### src/source/bus_pkg.sv
package bus_pkg;

    // word and address sizes of the shared bus
    localparam int DATA_WIDTH = 16;
    localparam int ADDR_WIDTH = 12;   // 4096 words per slave

    localparam int SLAVE_COUNT  = 2;
    localparam int MASTER_COUNT = 2;

    typedef logic [DATA_WIDTH-1:0] data_t;
    typedef logic [ADDR_WIDTH-1:0] addr_t;

    typedef logic [$clog2(SLAVE_COUNT)-1:0]  slave_id_t;
    typedef logic [$clog2(MASTER_COUNT)-1:0] master_id_t;

    // direction of a burst, seen from the master
    typedef enum logic {
        op_read,
        op_write
    } bus_op_t;

    typedef enum logic [1:0] {
        m_idle,       // waiting for a command
        m_request,    // req raised, no grant yet
        m_beat,       // one beat on the bus at a time
        m_done        // one-cycle completion pulse
    } master_state_t;

    typedef enum logic [1:0] {
        s_idle,
        s_wait,       // programmable wait cycles
        s_respond
    } slave_state_t;

endpackage

### src/source/bus_interconnect.sv
module bus_interconnect (
    input  logic [bus_pkg::MASTER_COUNT-1:0]                        grant,
    // master side
    input  logic [bus_pkg::MASTER_COUNT-1:0]                        m_valid,
    input  bus_pkg::bus_op_t   [bus_pkg::MASTER_COUNT-1:0]          m_op,
    input  bus_pkg::slave_id_t [bus_pkg::MASTER_COUNT-1:0]          m_slave,
    input  bus_pkg::addr_t     [bus_pkg::MASTER_COUNT-1:0]          m_addr,
    input  bus_pkg::data_t     [bus_pkg::MASTER_COUNT-1:0]          m_wdata,
    output logic [bus_pkg::MASTER_COUNT-1:0]                        m_ready,
    output bus_pkg::data_t     [bus_pkg::MASTER_COUNT-1:0]          m_rdata,
    // slave side
    output logic [bus_pkg::SLAVE_COUNT-1:0]                         s_valid,
    output bus_pkg::bus_op_t                                        bus_op,
    output bus_pkg::addr_t                                          bus_addr,
    output bus_pkg::data_t                                          bus_wdata,
    input  logic [bus_pkg::SLAVE_COUNT-1:0]                         s_ready,
    input  bus_pkg::data_t     [bus_pkg::SLAVE_COUNT-1:0]           s_rdata
);

    bus_pkg::master_id_t sel;   // granted master
    bus_pkg::slave_id_t  slv;   // slave it addresses
    logic                any;

    always_comb begin
        sel = '0;
        any = 1'b0;
        for (int i = 0; i < bus_pkg::MASTER_COUNT; i++) begin
            if (grant[i]) begin
                sel = bus_pkg::master_id_t'(i);
                any = 1'b1;
            end
        end
    end

    assign slv       = m_slave[sel];
    assign bus_op    = m_op[sel];
    assign bus_addr  = m_addr[sel];
    assign bus_wdata = m_wdata[sel];

    // only the granted master and its selected slave see the handshake
    always_comb begin
        s_valid = '0;
        m_ready = '0;
        m_rdata = '0;
        if (any) begin
            s_valid[slv] = m_valid[sel];
            m_ready[sel] = s_ready[slv];
            m_rdata[sel] = s_rdata[slv];
        end
    end

endmodule

### config.mk
export PLATFORM = sky130hd
export DESIGN_NAME = bus_interconnect
export DESIGN_NICKNAME = d
export VERILOG_FILES = /design/src/source/bus_pkg.sv /design/src/source/bus_interconnect.sv
export SDC_FILE = /design/constraint.sdc
export NUM_CORES = 1
export LEC_CHECK = 0
export BUFFER_PORTS_ARGS = -buffer_cell sky130_fd_sc_hd__buf_2
export CORE_AREA = 2 2 63 65
export DETAILED_ROUTE_END_ITERATION = 6
export DIE_AREA = 0 0 65 67
export PLACE_DENSITY_LB_ADDON = 0.15
export SYNTH_ARGS = -nofsm -noshare
export SYNTH_HDL_FRONTEND = slang
export SYNTH_SLANG_ARGS = --single-unit
### constraint.sdc
create_clock -name vclk -period 0.8
set_input_delay 0.08 -clock vclk [all_inputs]
set_output_delay 0.08 -clock vclk [all_outputs]
set_load 0.05 [all_outputs]
==> results by group <==
Finish
  • Final core occ: 91.8%
  • Clock buf count: 0
  • Seq cells: 0
  • P&R area growth vs syn: 240%
  • Fillcell total: 146
  • Area of the multi-input gates: 1530 µm²
  • Share of cells above drive strength 1: 96.5%
  • Post-Layout Cell Count: 333
  • FF+latch area: 0 µm²
  • Number of nets in the layout: 384

Placed design
  • Dpl cells: 325
  • RD Place Congestion: 0.744
  • Post-DP HPWL: 3620 µm
  • # port buffers: 163

Flow run
  • Max Cap Viol: 0

Logic synthesis
  • Commonest cells post-synth: 34 x mux2i_1, 29 x mux2_2, 17 x nor2_1, 17 x nor2b_1, 4 x buf_6
  • Synth area leader: mux2i_1
  • Cells after Synth: 115
  • Synth top area cells: mux2i_1 35%, mux2_2 34%, nor2b_1 11%, nor2_1 6.6%, buf_6 4.6%
  • Mapped Nets: 213
  • Synth warnings: 0
  • Synth unique cells: 15
  • Synth Cell Area: 972 µm²
  • Top-count cell post-synth: mux2i_1
  • Register area share after synthesis: 0%
  • Avg Synthesized Cell Area: 8.45 µm²
  • Synth top area share: 35.0%

Timing
  • Worst-Margin Slew: 287 ps
  • RSZ-0062 raised after global routing: yes
  • Final WS setup: -124 ps
  • Slew headroom: 80.3%
  • Tcrit/Tclk final: 116%
  • Max-slew violations: 0
  • Final min period: 924 ps
  • # setup viols final: 64
  • Achievable Freq: 1080 MHz
  • Final Hold Violating Endpoints: 0

Global route
  • Global Route Usage Sum: 26.8%
  • Congestion Overflow GR: 0
  • Initial antenna violation count: 0
  • Vias in the first global route: 1727
  • First-pass GRT wire length: 8870 µm
  • Maximum number of pins on one net before global-route repair: 20

Drt
  • WL per Instance: 22.0 µm
  • DRC viols: 0
  • Vias/cell: 5.02
  • DRT iter0 DRCs: 52
  • Drt pass-1 iters: 4
  • Final WL: 7320 µm
  • Vias: 1672
  • DRT antenna net count: 0

Die
  • DIE HEIGHT: 67 µm
  • Ports: 163
  • Row cnt: 22
  • DIE AREA: 4360 µm²
  • Core Region: 3610 µm²
  • Die Wd: 65 µm
  • Starting Density: 27.0%

Hold path
  • HP Class: in -> out

Setup path
  • Startpoint Class: primary input
  • CP Capture Type: output port
  • WS Path Type: in -> out
  • Req. time, crit path: 720 ps
  • Crit path DAT: 840 ps
  • Critical path peak fanout: 7

Power
  • Max IR drop VDD: 0.582 mV
  • Pwr/cell area: 868 nW/µm²
  • Leak: 1.59 nW

Run status
  • Outcome: finished, violations left
  • Failing checks: setup timing
-- critical path, stage by stage --
cell,delay [ps]
buf_12,130
nand2b_4,180
clkbuf_16,180
nor2_4,110
buf_6,160
-- logic make-up (layout without fill, tap and decap cells) --
group	Yosys count	in the layout	synth area share (%)
buffers and inverters	11	180	9.78
other	0	1	0
AO/OA/AOI/OAI	2	2	1.29
AND/OR/NAND/NOR	39	39	20.3
multiplexers	63	63	68.6
-- worst paths after layout --
check	slack [ps]	to	start	depth (start not counted)
setup / recovery	-120	m_rdata[2]	grant[1]	5
hold / removal	510	bus_addr[6]	m_addr[6]	3
-- metal layers --
metal,track usage [%],share of wire (%),wire length [µm]
met5,0,0,0
met4,5.32,3.4,248
met3,4.05,6.0,438
met2,55.8,60,4390
met1,27.8,31,2250
-- where the power goes --
group	switching, W	internal (W)
registers	0	0
logic	0.00153	0.00134
clock network	0	0.000000000167
total	0.00153	0.00134
-- placed cells by master, fill, tap and decap left out --
cell | synthesis | routed
nand3b_1 | 1 | 1
mux2_4 | 0 | 29
nand2b_4 | 0 | 1
mux2i_2 | 0 | 8
nor2b_2 | 0 | 4
buf_12 | 0 | 9
nor2b_4 | 0 | 13
clkbuf_16 | 0 | 2
diode_2 | 0 | 1
o31ai_4 | 0 | 1
buf_8 | 1 | 35
nor2_4 | 0 | 17
mux2i_1 | 34 | 7
buf_6 | 4 | 31
buf_16 | 0 | 4
mux2i_4 | 0 | 19
nand3_1 | 2 | 1
buf_2 | 1 | 95
nand2_1 | 1 | 1
o21ai_4 | 0 | 1
buf_4 | 3 | 4
nand3_2 | 0 | 1
-- through the flow --
stage / TNS, ps / area, µm² / total power (W) / setup slack (ps) / hold WS, ps
2_1_floorplan: -1890 / 1280 / 0.00140 / -109 / 355
3_3_place_gp: -18970 / 2180 / 0.00191 / -423 / 600
3_5_place_dp: -19630 / 2180 / 0.00192 / -471 / 601
4_1_cts: -5010 / 3200 / 0.00272 / -101 / 510
5_1_grt: -6790 / 3310 / 0.00296 / -139 / 517
6_report: -5900 / 3310 / 0.00287 / -124 / 508
-- layout make-up --
type | instances | area share [%]
Tap cell | 48 | 1.81
Timing Repair Buffer | 180 | 52.0
Antenna cell | 1 | 0.0756
Multi-Input combinational cell | 104 | 46.1
-- repair_timing --
action,4_1_cts,5_1_grt
hold buffers,0,0
gates resized for setup,245,15
pin swaps,0,2
setup buffers,2,0
endpoints found under the setup margin,65,65
cloned,3,2
(Power assumes the default switching activity.)
