==> src/source/bus_pkg.sv <==
package bus_pkg;

    // word and address sizes of the shared bus
    localparam int DATA_WIDTH = 16;
    localparam int ADDR_WIDTH = 12;   // 4096 words per slave

    localparam int SLAVE_COUNT  = 2;
    localparam int MASTER_COUNT = 2;

    typedef logic [DATA_WIDTH-1:0] data_t;
    typedef logic [ADDR_WIDTH-1:0] addr_t;

    typedef logic [$clog2(SLAVE_COUNT)-1:0]  slave_id_t;
    typedef logic [$clog2(MASTER_COUNT)-1:0] master_id_t;

    // direction of a burst, seen from the master
    typedef enum logic {
        op_read,
        op_write
    } bus_op_t;

    typedef enum logic [1:0] {
        m_idle,       // waiting for a command
        m_request,    // req raised, no grant yet
        m_beat,       // one beat on the bus at a time
        m_done        // one-cycle completion pulse
    } master_state_t;

    typedef enum logic [1:0] {
        s_idle,
        s_wait,       // programmable wait cycles
        s_respond
    } slave_state_t;

endpackage

==> src/source/bus_master.sv <==
module bus_master #(
    parameter int LOCAL_DEPTH = 16,
    parameter int SLAVE_DEPTH = 4096
) (
    input  logic                               clk,
    input  logic                               rstN,
    // command
    input  logic                               cmd_valid,
    input  bus_pkg::bus_op_t                   cmd_op,
    input  bus_pkg::slave_id_t                 cmd_slave,
    input  bus_pkg::addr_t                     cmd_addr,
    input  logic [$clog2(LOCAL_DEPTH+1)-1:0]   cmd_len,
    output logic                               cmd_ready,
    output logic                               done,
    // local buffer access
    input  logic                               load_en,
    input  logic [$clog2(LOCAL_DEPTH)-1:0]     load_addr,
    input  bus_pkg::data_t                     load_data,
    input  logic [$clog2(LOCAL_DEPTH)-1:0]     peek_addr,
    output bus_pkg::data_t                     peek_data,
    // arbiter
    output logic                               req,
    input  logic                               grant,
    // bus
    output logic                               m_valid,
    output bus_pkg::bus_op_t                   m_op,
    output bus_pkg::slave_id_t                 m_slave,
    output bus_pkg::addr_t                     m_addr,
    output bus_pkg::data_t                     m_wdata,
    input  logic                               m_ready,
    input  bus_pkg::data_t                     m_rdata
);

    localparam int IDX_W = $clog2(LOCAL_DEPTH);
    localparam int LEN_W = $clog2(LOCAL_DEPTH+1);

    bus_pkg::master_state_t state;
    bus_pkg::data_t         local_mem [LOCAL_DEPTH];

    logic [IDX_W-1:0]   beat;        // index of the beat on the bus
    bus_pkg::bus_op_t   op_q;
    bus_pkg::slave_id_t slave_q;
    bus_pkg::addr_t     addr_q;
    logic [LEN_W-1:0]   len_q;
    logic               accept, last_beat;

    assign cmd_ready = (state == bus_pkg::m_idle) || (state == bus_pkg::m_done);
    assign done      = (state == bus_pkg::m_done);
    assign req       = (state == bus_pkg::m_request) || (state == bus_pkg::m_beat);
    assign accept    = cmd_valid && cmd_ready;
    assign last_beat = (LEN_W'(beat) == len_q - 1'b1);

    // grant is held for the whole burst, so the beat state alone marks valid
    assign m_valid = (state == bus_pkg::m_beat);
    assign m_op    = op_q;
    assign m_slave = slave_q;
    assign m_addr  = bus_pkg::addr_t'((int'(addr_q) + int'(beat)) % SLAVE_DEPTH);
    assign m_wdata = local_mem[beat];

    always_ff @(posedge clk or negedge rstN) begin
        if (!rstN) begin
            state <= bus_pkg::m_idle;
            beat  <= '0;
        end else begin
            case (state)
                bus_pkg::m_idle, bus_pkg::m_done: begin
                    if (accept) begin
                        state <= bus_pkg::m_request;
                        beat  <= '0;
                    end else begin
                        state <= bus_pkg::m_idle;
                    end
                end
                bus_pkg::m_request: begin
                    if (grant) state <= bus_pkg::m_beat;
                end
                bus_pkg::m_beat: begin
                    if (m_ready) begin
                        if (last_beat) state <= bus_pkg::m_done;
                        else beat <= beat + 1'b1;   // next beat goes out next cycle
                    end
                end
                default: state <= bus_pkg::m_idle;
            endcase
        end
    end

    // command fields, captured on acceptance
    always_ff @(posedge clk) begin
        if (accept) begin
            op_q    <= cmd_op;
            slave_q <= cmd_slave;
            addr_q  <= cmd_addr;
            len_q   <= cmd_len;
        end
    end

    // read beats and the load port never collide, loads need cmd_ready
    always_ff @(posedge clk) begin
        if (state == bus_pkg::m_beat && m_ready && op_q == bus_pkg::op_read)
            local_mem[beat] <= m_rdata;
        else if (load_en && cmd_ready)
            local_mem[load_addr] <= load_data;
        peek_data <= local_mem[peek_addr];
    end

endmodule

==> config.mk <==
export PLATFORM = sky130hd
export DESIGN_NAME = bus_master
export DESIGN_NICKNAME = d
export VERILOG_FILES = /design/src/source/bus_pkg.sv /design/src/source/bus_master.sv
export SDC_FILE = /design/constraint.sdc
export NUM_CORES = 1
export LEC_CHECK = 0
export ABC_AREA = 1
export BUFFER_PORTS_ARGS = -buffer_cell sky130_fd_sc_hd__clkbuf_2
export CELL_PAD_IN_SITES_DETAIL_PLACEMENT = 1
export CELL_PAD_IN_SITES_GLOBAL_PLACEMENT = 1
export CORE_MARGIN = 2
export CORE_UTILIZATION = 40
export CTS_CLUSTER_SIZE = 24
export DETAILED_ROUTE_END_ITERATION = 16
export GPL_TIMING_DRIVEN = 1
export HOLD_SLACK_MARGIN = 0.05
export PLACE_DENSITY = 0.66
export SLEW_MARGIN = 20
export SYNTH_ARGS = -nofsm -noshare
export SYNTH_HDL_FRONTEND = slang
export SYNTH_SLANG_ARGS = --single-unit
==> constraint.sdc <==
create_clock -name clk -period 3.8 [get_ports clk]
set_input_delay 0.76 -clock clk [delete_from_list [all_inputs] [get_ports clk]]
set_output_delay 0.76 -clock clk [all_outputs]
set_load 0.005 [all_outputs]
==> results.sh <==
export IMPL_status="complete, no violations"
export IMPL_r2r_setup_slack_ns=0.58
export IMPL_grt_remaining_overflow=0
export IMPL_h_tree_depth=2
export IMPL_synth_most_common_cell="edfxtp_1"
export IMPL_multi_input_area_um2=4820
export IMPL_finalSetupViolCount=0
export IMPL_holdPathEnd="len_q[0]"
export IMPL_hold_ws_ns=0.4107
export IMPL_final_max_slew_viol_count=0
export IMPL_syn_nets=1529
export IMPL_synth_xor_area_share_pct=0.6615
export IMPL_startpoint_type="register"
export IMPL_vias=11740
export IMPL_portBuffers=114
export IMPL_maxCapViolations=0
export IMPL_first_global_vias=11950
export IMPL_dp_slack_ns=0.5711
export IMPL_netlist_area_um2=14560
export IMPL_grt_pass1_wl_um=73840
export IMPL_synth_seq_cells=297
export IMPL_syn_area_per_cell_um2=10.02
export IMPL_num_io_pins=115
export IMPL_routed_wirelength_um=48550
export IMPL_rr_endpoint="local_mem[2][13]"
export IMPL_drtPass1Iterations=5
export IMPL_hp_start="cmd_len[0]"
export IMPL_drive_gt1_share_pct=16.70
export IMPL_nets=1624
export IMPL_powerDensity_nw_per_um2=631.7
export IMPL_synth_top_area_share_pct=56.70
export IMPL_drcViolationCount=0
export IMPL_synthCells=1454
export IMPL_cts_buffer_depth=3
export IMPL_max_slew_worst_pin_slew_ns=0.8964
export IMPL_die_area_um2=37950
export IMPL_synthAdderAreaFrac_pct=0.9107
export IMPL_seq_area_um2=8736
export IMPL_rows=69
export IMPL_cts_clk_slew_worst_paths_ns=0.06
export IMPL_post_route_period_util_pct=93.19
export IMPL_utilization_pct=47.26
export IMPL_grt_antenna_before_repair=0
export IMPL_reg2reg_depth=10
export IMPL_cts_tree="done"
export IMPL_r2r_start="state[0]"
export IMPL_yosys_warnings=0
export IMPL_chipWidth_um=194.8
export IMPL_first_iter_violations=795
export IMPL_worst_slack_ns=0.2588
export IMPL_root_buffer="clkbuf_16"
export IMPL_routabilityCongestion=0.8202
export IMPL_synth_distinct_cells=33
export IMPL_fin_skew_ns=0.01635
export IMPL_start_util_pct=40.75
export IMPL_grt_max_degree=88
export IMPL_core_area_um2=35740
export IMPL_synth_mux_area_share_pct=1.306
export IMPL_via_per_inst=5.766
export IMPL_synth_area_top_cells="edfxtp_1 (57%), o211ai_1 (6.5%), nand2_1 (5.1%), nand3_1 (4.9%), o21ai_0 (4.8%)"
export IMPL_synth_top_family_by_area="compound AO/OA/AOI/OAI gates"
export IMPL_antenna_cells=0
export IMPL_fmax_ghz=0.2824
export IMPL_fill_cells=3959
export IMPL_cp_max_fo=82
export IMPL_ys_flop_type="edfxtp_1"
export IMPL_dp_hpwl_um=30900
export IMPL_hold_path_class="input pin to register"
export IMPL_hold_path_depth=1
export IMPL_slew_headroom_pct=40.18
export IMPL_finalSetupTns_ns=0
export IMPL_worstPathRequired_ns=3.04
export IMPL_criticalPathCategory="register to output port"
export IMPL_syn2layout_area_growth_pct=15.98
export IMPL_synthTopCellsByCount="edfxtp_1 (275), nand2_1 (198), inv_1 (157)"
export IMPL_cts_buffers=36
export IMPL_layout_min_cycle_time_ns=3.541
export IMPL_track_usage_pct=25.84
export IMPL_clk_latency_ns=0.53
export IMPL_wl_per_cell_um=23.85
export IMPL_antenna_left=0
export IMPL_irDropWorstVdd_mv=0.4762
export IMPL_synthSimpleGateAreaFrac_pct=13.19
export IMPL_synth_compound_area_share_pct=16.75
export IMPL_leakage_uw=0.006516
export IMPL_cts_sinks=297
export IMPL_hold_viol=0
export IMPL_yosysTopAreaCell="edfxtp_1"
export IMPL_die_height_um=194.8
export IMPL_crit_path_end_kind="output port"
export IMPL_critPathArrivalTime_ns=2.78
export IMPL_rsz0062_at_grt="false"
export IMPL_async_flop_share_pct=2.020
export IMPL_ys_seq_area_share_pct=59.93
export IMPL_synth_edff_count=275
[how the worst max path moves through the flow]
stage / start / to / slack (ns)
after CTS: beat[0] / m_wdata[14] / 0.25
after floorplan: state[0] / local_mem[0][0] / 1.23
after global placement: state[0] / local_mem[2][9] / 0.68
after detailed placement: state[0] / local_mem[11][2] / 0.57
after global routing: beat[0] / m_wdata[1] / 0.09
final: beat[0] / m_wdata[7] / 0.26
[layer usage]
| metal | part of all wire, % | global-route usage, % |
|---|---|---|
| met1 | 44 | 34.61 |
| met4 | 2.6 | 7.464 |
| met2 | 48 | 43.45 |
| met5 | 0 | 0 |
| met3 | 5.8 | 4.112 |
[state kept, by name (all words and copies together) (netlist names)]
signal and count:
addr_q 12, beat 4, len_q 5, local_mem 256
m_op 1, m_slave 1, peek_data 16, state 2
[power by group]
group / switching (uW) / internal [uW] / leakage [uW]
sequential: 215 / 4210 / 0.00270
combinational: 2100 / 899 / 0.00329
clock: 1390 / 1850 / 0.000524
[repair_timing]
action,in CTS,in global routing
setup buffers,0,0
hold endpoints to repair,6,0
endpoints found under the setup margin,0,0
hold buffers,1,0
gates resized for setup,0,0
[per-stage QoR]
step | cell area, um2 | power [uW] | instances
finish | 16890 | 10670 | 2036
global route | 16890 | 11190 | 2036
CTS | 16890 | 10750 | 2036
detailed placement | 15790 | 7506 | 1971
global placement | 15790 | 7424 | 1971
floorplan | 14560 | 6191 | 1454
[cell families after synthesis]
group           Yosys count
simple gates            443
buf+inv                 268
fa+ha+maj                10
flops                   297
compound gates          408
mux                      17
xor+xnor                 11
[cell usage in the layout (no fill, tap or decap), types with 11 or more instances in the layout]
master,n
nand4_1,16
nand3_1,144
a21oi_1,102
nor2_2,17
mux2_2,16
o21ai_0,141
buf_4,40
edfxtp_1,275
dfxtp_1,16
nand2_1,198
inv_1,156
o211ai_1,126
o22ai_1,22
o2111ai_1,11
clkbuf_16,37
nor2_1,58
clkbuf_2,112
[final cells by class]
cell class,count,area share (%)
inverter,162,3.600
clock inverter,21,0.8296
multi-input combinational,889,28.53
tap,461,3.415
clock buffer,43,5.615
timing repair buffer,163,6.289
sequential,297,51.72
[critical path, stage by stage, from the launching register on]
cell and delay, ns:
dfrtp_4 0.63, buf_4 0.71, o21ai_0 0.21, o22ai_1 0.21, o211ai_1 0.15, nand2_1 0.14
clkbuf_2 0.12
Power figures use the tool's default switching activity.
